<file path="config.mk">
export PLATFORM = sky130hd
export DESIGN_NAME = sync_profiler
export DESIGN_NICKNAME = d
export VERILOG_FILES = /design/src/tile_pkg.sv /design/src/profiling_pkg.sv /design/src/tile_sentinel_tracker.sv /design/src/sync_window_tracker.sv /design/src/sync_profiler.sv
export VERILOG_INCLUDE_DIRS = /design/src
export SDC_FILE = /design/constraint.sdc
export NUM_CORES = 1
export LEC_CHECK = 0
export BUFFER_PORTS_ARGS = -buffer_cell sky130_fd_sc_hd__buf_2
export CORE_MARGIN = 2
export CORE_UTILIZATION = 40
export CTS_CLUSTER_DIAMETER = 100
export DETAILED_ROUTE_END_ITERATION = 10
export HOLD_SLACK_MARGIN = 0.12
export PLACE_DENSITY = 0.66
export SYNTH_ARGS = -nofsm -noshare
export SYNTH_HDL_FRONTEND = slang
export SYNTH_SLANG_ARGS = --single-unit
</file>
<file path="constraint.sdc">
create_clock -name clk -period 13 [get_ports clk]
set_input_delay 1.3 -clock clk [delete_from_list [all_inputs] [get_ports clk]]
set_output_delay 1.3 -clock clk [all_outputs]
set_load 0.03 [all_outputs]
</file>
<file path="src/profiler_settings.svh">
// Sentinel profiler settings
// Array size, widths and marker encodings

`ifndef PROFILER_SETTINGS_SVH
`define PROFILER_SETTINGS_SVH

// Tiles in the 2x2 array
`define N_TILES 4

// Timestamp and interval width
`define STAMP_W 32

// Per-tile orphan counter width
`define ORPHAN_W 8

// Sentinel instruction words, both are addi x0 encodings
`define SENTINEL_START 32'h5AA0_0013
`define SENTINEL_END   32'h5FF0_0013

// Cycles spent by the marker pair itself
`define MARKER_OVERHEAD 1

`endif

</file>
<file path="src/tile_pkg.sv">
// Tile-side types

`include "profiler_settings.svh"

package tile_pkg;

  // Retired instruction word
  typedef logic [31:0] instr_t;

  // One bit per tile
  typedef logic [`N_TILES-1:0] tile_mask_t;

  // Tile number within the array
  typedef logic [$clog2(`N_TILES)-1:0] tile_idx_t;

endpackage

</file>
<file path="src/profiling_pkg.sv">
// Measurement result types

`include "profiler_settings.svh"

package profiling_pkg;

  // Cycle timestamp, also used for latencies and sync intervals
  typedef logic [`STAMP_W-1:0] stamp_t;

  // Saturating count of unmatched end markers
  typedef logic [`ORPHAN_W-1:0] orphan_cnt_t;

endpackage

</file>
<file path="src/tile_sentinel_tracker.sv">
// Per-tile sentinel tracker
// Start/end pairing, latency and orphan count

`include "profiler_settings.svh"

module tile_sentinel_tracker
  import tile_pkg::*;
  import profiling_pkg::*;
(
  input  logic        clk,
  input  logic        i_rst_n,
  // Free-running cycle stamp
  input  stamp_t      i_stamp,
  // Retired instruction of this tile
  input  logic        i_instr_valid,
  input  instr_t      i_instr,
  // Pair latency
  output logic        o_lat_valid,
  output stamp_t      o_lat,
  output orphan_cnt_t o_orphan_cnt,
  // Completed pair towards the window tracker
  output logic        o_pair_done,
  output stamp_t      o_pair_start,
  output stamp_t      o_pair_end
);

  logic        is_start;
  logic        is_end;
  logic        pair_hit;
  logic        orphan_hit;
  logic        orphan_sat;

  logic        pending_q;
  stamp_t      start_q;
  stamp_t      lat_d;

  logic        lat_valid_q;
  stamp_t      lat_q;
  stamp_t      pair_start_q;
  stamp_t      pair_end_q;
  orphan_cnt_t orphan_cnt_q;

  // Marker decode, only retired words count
  assign is_start = i_instr_valid && (i_instr == `SENTINEL_START);
  assign is_end   = i_instr_valid && (i_instr == `SENTINEL_END);

  // An end closes the open pair, otherwise it is an orphan
  assign pair_hit   = is_end && pending_q;
  assign orphan_hit = is_end && !pending_q;
  assign orphan_sat = &orphan_cnt_q;

  // Edges between the markers, less the marker cost
  assign lat_d = i_stamp - start_q - stamp_t'(`MARKER_OVERHEAD);

  // Control state
  always_ff @(posedge clk or negedge i_rst_n) begin
    if (!i_rst_n) begin
      pending_q    <= 1'b0;
      lat_valid_q  <= 1'b0;
      orphan_cnt_q <= '0;
    end else begin
      if (is_start) begin
        pending_q <= 1'b1;
      end else if (pair_hit) begin
        pending_q <= 1'b0;
      end

      // One-cycle pulse after the closing end marker
      lat_valid_q <= pair_hit;

      // Count sticks at its maximum
      if (orphan_hit && !orphan_sat) begin
        orphan_cnt_q <= orphan_cnt_q + orphan_cnt_t'(1);
      end
    end
  end

  // Captured stamps and results
  always_ff @(posedge clk) begin
    // A repeated start simply moves the open pair forward
    if (is_start) begin
      start_q <= i_stamp;
    end
    if (pair_hit) begin
      lat_q        <= lat_d;
      pair_start_q <= start_q;
      pair_end_q   <= i_stamp;
    end
  end

  assign o_lat_valid  = lat_valid_q;
  assign o_lat        = lat_q;
  assign o_orphan_cnt = orphan_cnt_q;

  assign o_pair_done  = lat_valid_q;
  assign o_pair_start = pair_start_q;
  assign o_pair_end   = pair_end_q;

endmodule

</file>
<file path="src/sync_window_tracker.sv">
// Global sync window tracker
// Latest end minus latest start over one iteration

`include "profiler_settings.svh"

module sync_window_tracker
  import tile_pkg::*;
  import profiling_pkg::*;
(
  input  logic       clk,
  input  logic       i_rst_n,
  // Completed pairs from the tile trackers
  input  tile_mask_t i_pair_done,
  input  stamp_t     i_pair_start [`N_TILES],
  input  stamp_t     i_pair_end   [`N_TILES],
  // Sync time of a finished iteration
  output logic       o_sync_valid,
  output stamp_t     o_sync_cycles
);

  // Iteration state
  tile_mask_t done_q;
  stamp_t     max_start_q;
  stamp_t     max_end_q;

  // Next-state view including this cycle's reports
  tile_mask_t accept;
  tile_mask_t done_d;
  stamp_t     max_start_d;
  stamp_t     max_end_d;
  logic       iter_full;
  stamp_t     sync_d;

  // Result registers
  logic       sync_valid_q;
  stamp_t     sync_cycles_q;

  // Merge every newly reported pair, several tiles may report together
  always_comb begin
    // Tiles already done this iteration are ignored
    accept      = i_pair_done & ~done_q;
    done_d      = done_q | accept;
    max_start_d = max_start_q;
    max_end_d   = max_end_q;
    for (int t = 0; t < `N_TILES; t++) begin
      if (accept[t]) begin
        if (i_pair_start[t] > max_start_d) begin
          max_start_d = i_pair_start[t];
        end
        if (i_pair_end[t] > max_end_d) begin
          max_end_d = i_pair_end[t];
        end
      end
    end
  end

  // Last outstanding tile has reported
  assign iter_full = &done_d;

  assign sync_d = max_end_d - max_start_d - stamp_t'(`MARKER_OVERHEAD);

  // Iteration bookkeeping
  always_ff @(posedge clk or negedge i_rst_n) begin
    if (!i_rst_n) begin
      done_q       <= '0;
      max_start_q  <= '0;
      max_end_q    <= '0;
      sync_valid_q <= 1'b0;
    end else begin
      if (iter_full) begin
        // Start a fresh iteration
        done_q      <= '0;
        max_start_q <= '0;
        max_end_q   <= '0;
      end else begin
        done_q      <= done_d;
        max_start_q <= max_start_d;
        max_end_q   <= max_end_d;
      end
      sync_valid_q <= iter_full;
    end
  end

  // Sync interval, held until the next iteration completes
  always_ff @(posedge clk) begin
    if (iter_full) begin
      sync_cycles_q <= sync_d;
    end
  end

  assign o_sync_valid  = sync_valid_q;
  assign o_sync_cycles = sync_cycles_q;

endmodule

</file>
<file path="src/sync_profiler.sv">
// Sentinel sync profiler top

`include "profiler_settings.svh"

module sync_profiler
  import tile_pkg::*;
  import profiling_pkg::*;
(
  input  logic        clk,
  input  logic        i_rst_n,
  // Retired instructions, one lane per tile
  input  tile_mask_t  i_instr_valid,
  input  instr_t      i_instr      [`N_TILES],
  // Per-tile results
  output tile_mask_t  o_lat_valid,
  output stamp_t      o_lat        [`N_TILES],
  output orphan_cnt_t o_orphan_cnt [`N_TILES],
  // Array-wide result
  output logic        o_sync_valid,
  output stamp_t      o_sync_cycles
);

  stamp_t     stamp_q;

  tile_mask_t pair_done;
  stamp_t     pair_start [`N_TILES];
  stamp_t     pair_end   [`N_TILES];

  // Free-running timestamp shared by all tiles
  always_ff @(posedge clk or negedge i_rst_n) begin
    if (!i_rst_n) begin
      stamp_q <= '0;
    end else begin
      stamp_q <= stamp_q + stamp_t'(1);
    end
  end

  for (genvar g = 0; g < `N_TILES; g++) begin : gen_tile
    localparam tile_idx_t TILE = tile_idx_t'(g);

    tile_sentinel_tracker i_tile_sentinel_tracker (
      .clk           (clk),
      .i_rst_n       (i_rst_n),
      .i_stamp       (stamp_q),
      .i_instr_valid (i_instr_valid[TILE]),
      .i_instr       (i_instr[TILE]),
      .o_lat_valid   (o_lat_valid[TILE]),
      .o_lat         (o_lat[TILE]),
      .o_orphan_cnt  (o_orphan_cnt[TILE]),
      .o_pair_done   (pair_done[TILE]),
      .o_pair_start  (pair_start[TILE]),
      .o_pair_end    (pair_end[TILE])
    );
  end

  // One window over the whole array
  sync_window_tracker i_sync_window_tracker (
    .clk           (clk),
    .i_rst_n       (i_rst_n),
    .i_pair_done   (pair_done),
    .i_pair_start  (pair_start),
    .i_pair_end    (pair_end),
    .o_sync_valid  (o_sync_valid),
    .o_sync_cycles (o_sync_cycles)
  );

endmodule

</file>
Word-level counts from Yosys, hierarchy flattened
Index checks and enable logic that the tools add are counted.
- bits in registers: 685
- latch bits: 0
- RAM bits: 0
- memory bits (read-only): 0
- input bits: 134
- output and inout port bits: 197
- word-level logic and storage cells: 132
- memories: 0
- $add $sub $neg: 15
- $mul: 0
- div/mod/pow operators: 0
- $lt $le $gt $ge: 8
- equal/unequal tests: 8
- shift-type cells: 0
- mux-type cells: 27
- bitwise logic cells: 3
- reduce and logical (&&, ||, !) cells: 37
- operators with widths (operator ; number):
    2-to-1 mux 32 bit ; 18
    equality test 32 x 31 -> 1 bit (second input constant) ; 8
    > comparator 32 bit ; 8
    subtractor 32 x 1 -> 32 bit (second input constant) ; 5
    subtractor 32 bit ; 5
    adder 32 x 1 -> 32 bit (second input constant) ; 1
    adder 8 x 1 -> 8 bit (second input constant) ; 4
    AND reduction 8 bit ; 4
    logical AND 1 bit ; 20
    zero test 1 bit ; 8
    2-to-1 mux 1 bit ; 8
    nonzero test 2 bit ; 4
    bitwise AND 4 bit ; 1
    2-to-1 mux 4 bit ; 1
    NOT 4 bit ; 1
    bitwise OR 4 bit ; 1
    AND reduction 4 bit ; 1

Longest topological paths before layout
- depth after elaboration: 14
- depth in mapped cells: 70
- mapped depth without buffers: 63

Hierarchy
Synthesis repeated with hierarchy kept, for this count alone.
- cell total of the unflattened synthesis: 3550
- area total of the unflattened synthesis: 39983.3 µm²
- modules (own cells, without submodules) (module ; times used ; cells each ; area each (µm²)):
    sync_window_tracker ; 1 ; 1629 ; 13835.8
    tile_sentinel_tracker (gen_tile[2].i_tile_sentinel_tracker ...) ; 2 ; 455 ; 6188.4
    tile_sentinel_tracker (gen_tile[0].i_tile_sentinel_tracker ...) ; 2 ; 442 ; 6145.9
    sync_profiler ; 1 ; 127 ; 1478.9

Worst setup path after synthesis
OpenSTA, ideal clock, no wires.
- path type: register to register
- start: register gen_tile[0].i_tile_sentinel_tracker.pair_start_q[31]
- end: register i_sync_window_tracker.sync_cycles_q[31] (netlist: i_sync_window_tracker.o_sync_cycles[31]), data pin
- library setup time: 268 ps
- arrival: 12577 ps
- data required time: 12732 ps
- setup slack: 155 ps
- cell stages (with the launch flop): 67
- period minus slack after synthesis: 12845 ps
- path through: edfxtp_1 -> ha_1 -> nand4_1 -> nor4_1 -> o41a_1 -> o21a_1 -> buf_2 -> clkbuf_1 -> clkbuf_1 -> a21oi_1 -> ha_1 -> a21o_1 -> a21o_1 -> a221oi_1 -> o21ai_0 -> a211oi_1 -> o311a_1 -> a21oi_2 -> [31 not listed] -> clkinv_1 -> clkbuf_1 -> o21a_1 -> ha_1 -> a211o_1 -> a21oi_1 -> o21a_1 -> o211ai_1 -> nand2_1 -> o21ai_0 -> o41a_1 -> a2111o_1 -> nand2_1 -> o21ai_0 -> o211ai_1 -> nor3_1 -> a2111oi_1 -> nand2_1
- cells in the longest elaborated chain, start to end: 14
- RTL lines (element ; RTL line ; text):
    from (decl) ; tile_sentinel_tracker.sv:39 ; stamp_t pair_start_q;
    from (signal assigned) ; tile_sentinel_tracker.sv:86 ; pair_start_q <= start_q;
    > comparator 32 bit ; sync_window_tracker.sv:47 ; if (i_pair_start[t] > max_start_d) begin
    2-to-1 mux 32 bit (*) ; sync_window_tracker.sv:47 ;
    2-to-1 mux 32 bit (*) ; sync_window_tracker.sv:46 ; if (accept[t]) begin
    > comparator 32 bit ; sync_window_tracker.sv:47 ;
    2-to-1 mux 32 bit ; sync_window_tracker.sv:47 ;
    2-to-1 mux 32 bit (*) ; sync_window_tracker.sv:46 ;
    > comparator 32 bit ; sync_window_tracker.sv:47 ;
    2-to-1 mux 32 bit ; sync_window_tracker.sv:47 ;
    2-to-1 mux 32 bit (*) ; sync_window_tracker.sv:46 ;
    > comparator 32 bit ; sync_window_tracker.sv:47 ;
    2-to-1 mux 32 bit ; sync_window_tracker.sv:47 ;
    2-to-1 mux 32 bit (*) ; sync_window_tracker.sv:46 ;
    subtractor 32 bit (*) ; sync_window_tracker.sv:60 ; assign sync_d = max_end_d - max_start_d - stamp_t'(`MARKER_OVERHEAD);
    subtractor 32 x 1 -> 32 bit (*) ; sync_window_tracker.sv:60 ;
    via i_sync_window_tracker.sync_d[31] ; sync_window_tracker.sv:32 ; stamp_t sync_d;
    to (signal assigned) ; sync_window_tracker.sv:87 ; sync_cycles_q <= sync_d;
    to (decl) ; sync_window_tracker.sv:36 ; stamp_t sync_cycles_q;
The timed path passes the listed nets; every way through them passes the cells marked *.
A chain may end at the register's enable or synchronous reset.

Worst setup path after layout
- start: register gen_tile[0].i_tile_sentinel_tracker.pair_start_q[13]
- end: register i_sync_window_tracker.sync_cycles_q[31] (netlist: i_sync_window_tracker.o_sync_cycles[31]), data pin
Same word-level chain as after synthesis.

==> impl_results.md <==
- Hold_ws: 0.438 ns
- Buffers on Ports: 330
- Setup TNS: 0 ns
- Pwr Total: roughly 4.6 mW
- Slew margin rel.: 28.8%
- Syn Inst Count: 3379
- Buf/Inv on CP: 6
- Routability cong.: roughly 0.88
- Clock power share: between 40% and 50%
- Kind of critical path: register to register
- Comb pwr share: less than 1%
- Crit path time final: ~13 ns
- CP Data Arrival Time: ~13 ns
- Peak supply drop: a little over 90 uV
- Nets: around 4600
- FP Rows: 113
- Slew Viols, Final: 0
- Total wire length: a little over 100000 um
- Initial antenna violation count: 5
- Post-route insts no fill: 5418
- Crit-path most repeated cell: a21o_1
- Final period util: a little over nine tenths
- Post-DP HPWL: between 70000 and 80000 um
- P&R area growth vs syn: 22.9%
- # DRC: 0
- Sink Count: just under 700
- CP required: approximately 13 ns
- Share of layout cells above drive strength 1: between 20% and 30%
- Fin. Hold Viols: 0
- Initial Util: 40.3%
- H-tree Lvls: 3
- First-pass GRT wire length: about 160000 um
- Syn Std Cell Area: roughly 38000 sq um
- Final Setup Violations: 0
- Critical path capture point type: register
- Critical path's top delay family: compound AO/OA/AOI/OAI gates
- Root Buffer Master: clkbuf_16
- Yosys warns: 0
- #FFs+latches synth: 685
- Final Skew: between 0.02 and 0.03 ns
- Post-synth EDFFs: about 540
- CTS tree: yes
- Min-delay worst type: register to register
- Outcome: completed
- Startpoint Class: register
- Clk Latency, worst-skew pair: about 0.64 ns
- Reported net switching power: 0.929 mW
- Detailed Routing Iterations Pass 1: 5
- Distinct cell type count after synthesis: 73
- Max-Cap Viols: 0
- Core area: about 95000 sq um
- Placed insts: 5264
- Worst-path fanout max: 21
- Most used DFF post-synth: edfxtp_1
- Die Span X: around 310 um
- Leak: 22.1 nW
- Largest net degree at the start of global routing: 75
- Net Count, Synth: ~4000
- GRT overflow: 0
- GR Util All Layers: between 20% and 30%
- Vias in the first global route: around 28000
- Worst Tran Pin Value: around 1.1 ns
- Max clock buf depth: 3
- Die ar.: 98100 sq um
- Clk slew on worst S/H paths: roughly 0.060 ns
- Routed vias: 28100
- Drt wl/cell: about 19 um
- Worst path max stage delay: 0.43 ns
- Post-synthesis sequential area ratio: between 50% and 60%
- Power Dens Cells: between 90 and 100 nW/um^2
- Seq pwr share: 50.9%
- Vias/cell: ~5.2
- Sw frac: between 20% and 30%
- Pint: 3.67 mW
- Fmax: approximately 80 MHz
- Ys async rst share: around a fifth
- Crit path max-delay cell type: edfxtp_1
- Die height: between 300 and 400 um
- CTS Buf Count: between 70 and 80
- Unrepaired setup endpoints after global routing: true
- DR iter-0 viols: between 1500 and 2000
- Syn Area/Cell: about 11 sq um
- Post-route ant nets: 0
- Number of I/O pins: approximately 330
## area by class of cell
type | instances | area (sq um)
Clock buffer | 110 | 2210
Tap cell | 1265 | 1580
Multi-Input combinational cell | 2295 | 17300
Antenna cell | 1 | 2.50
Sequential cell | 685 | 19900
Clock inverter | 35 | 379
Timing Repair Buffer | 686 | 4410
Inverter | 341 | 1280
Fill cell | 8460 | 47800
## routing by layer
metal | share of wire, % | vias up | routed length, um | global-route usage, %
met1 | 45 | 13600 | 46300 | 27.6
li1 | - | 13800 | - | -
met4 | 2.4 | 2 | 2510 | 6.02
met5 | 0.013 | - | 13 | 0
met3 | 4.6 | 127 | 4770 | 2.71
met2 | 48 | 651 | 49800 | 35.3
## final timing paths
| path | from | endpoint | slack, ns | depth (start not counted) |
|---|---|---|---|---|
| setup / recovery | register | i_sync_window_tracker.o_sync_cycles[31]$_DFFE_PP_ | 0.44 | 65 |
| hold / removal | gen_tile[3].i_tile_sentinel_tracker.start_q[20]$_DFFE_PP_ | register | 0.44 | 0 |
| setup reg to reg | register | i_sync_window_tracker.o_sync_cycles[31]$_DFFE_PP_ | 0.44 | 65 |
| hold reg to reg | gen_tile[3].i_tile_sentinel_tracker.start_q[20]$_DFFE_PP_ | register | 0.44 | 0 |
| max in group asynchronous | i_rst_n | i_sync_window_tracker.max_end_q[0]$_DFF_PN0_ | 11.02 | 2 |
| min in group asynchronous | i_rst_n | asynchronous set/reset pin | 0.69 | 1 |
## placed cells by master (no fill, tap or decap), types with 13 or more instances in the layout
master,n
clkbuf_16,82
nor2_1,300
xor2_1,57
nand2b_1,16
xnor2_1,142
and4_1,14
inv_1,340
mux2_2,38
nand4_1,69
nor2b_1,56
o211ai_1,16
clkinv_2,13
a31oi_1,17
nand3_1,64
and2_1,18
ha_1,407
o21bai_1,30
mux2i_1,61
and3_1,32
buf_2,329
nor4_1,17
buf_4,345
clkbuf_1,23
a21oi_2,35
dfrtp_1,141
nand2_1,139
edfxtp_1,544
o21a_1,77
o21ai_0,73
a21o_1,120
a21oi_1,263
nor3_1,50
a211oi_1,16
## synth_stat cells, types with 16 or more instances
master	instances	area (sq um)
a211oi_1	18	135
xnor2_1	142	1240
nor4_1	23	144
xor2_1	57	499
nor2b_1	56	350
nor2_1	302	1130
nand2b_1	16	100
inv_1	340	1280
nand3_1	64	320
o21bai_1	30	225
dfrtp_1	141	3530
and3_1	36	225
edfxtp_1	544	16300
clkbuf_1	46	173
a31oi_1	19	119
a21o_1	120	901
nor3_1	54	270
nand4_1	69	432
a21oi_1	299	1500
mux2_2	38	428
o21ai_0	80	400
nand2_1	140	526
ha_1	412	5150
o211ai_1	16	120
mux2i_1	66	661
and2_1	17	106
o21a_1	80	601
## worst reg2reg max path, delay by kind of cell (launching register included)
kind,cells,cell delay (ns)
compound gates,43,8.34
simple gates,10,1.00
mux,1,0.24
fa+ha+maj,5,1.44
flops,1,0.43
buf+inv,6,0.85
## kinds of logic (layout without fill, tap and decap cells)
group / Yosys count / count (layout) / synth area share (%)
other: 0 / 1 / 0
buffers and inverters: 399 / 1172 / 4.02
flip-flops: 685 / 685 / 51.9
AND/OR/NAND/NOR: 831 / 831 / 10.6
multiplexers: 104 / 104 / 2.84
AO/OA/AOI/OAI: 744 / 744 / 12.4
XOR/XNOR: 199 / 199 / 4.56
adder cells (fa/ha/maj): 417 / 417 / 13.7
## registers in the layout (all words and copies together), names as in the netlist
| register | flops |
|---|---|
| gen_tile.i_tile_sentinel_tracker.o_pair_start | 128 |
| i_sync_window_tracker.o_sync_cycles | 32 |
| gen_tile.i_tile_sentinel_tracker.pending_q | 4 |
| gen_tile.i_tile_sentinel_tracker.o_orphan_cnt | 32 |
| i_sync_window_tracker.max_end_q | 32 |
| i_sync_window_tracker.o_sync_valid | 1 |
| stamp_q | 32 |
| i_sync_window_tracker.max_start_q | 32 |
| i_sync_window_tracker.done_q | 4 |
| gen_tile.i_tile_sentinel_tracker.o_pair_end | 128 |
| gen_tile.i_tile_sentinel_tracker.o_lat | 128 |
| gen_tile.i_tile_sentinel_tracker.o_lat_valid | 4 |
| gen_tile.i_tile_sentinel_tracker.start_q | 128 |
## power by group through the flow
stage,logic (mW),registers (mW),clock network [mW]
after CTS,0.0355,2.34,2.27
after detailed placement,0.0354,2.38,0
after global placement,0.0349,2.38,0
after global routing,0.0395,2.34,2.36
final,0.0344,2.34,2.22
after floorplan,0.00329,2.38,0
## metrics by stage
step                      cell area, sq um  utilization, %  worst slack [ns]
final                                47000            49.6             0.438
after detailed placement             44000            46.3            -0.367
after CTS                            46600            49.1            0.0553
after floorplan                      38300               -             0.155
after global placement               44000            46.3            -0.107
after global routing                 47000            49.6            -0.298
## timing repair
action | in CTS | in global routing
pin swaps | 3 | 39
resized for setup | 13 | 89
endpoints found under the setup margin | 10 | 18
buffers inserted | 0 | 8
hold buffers | 0 | 0
(Power assumes the default switching activity.)
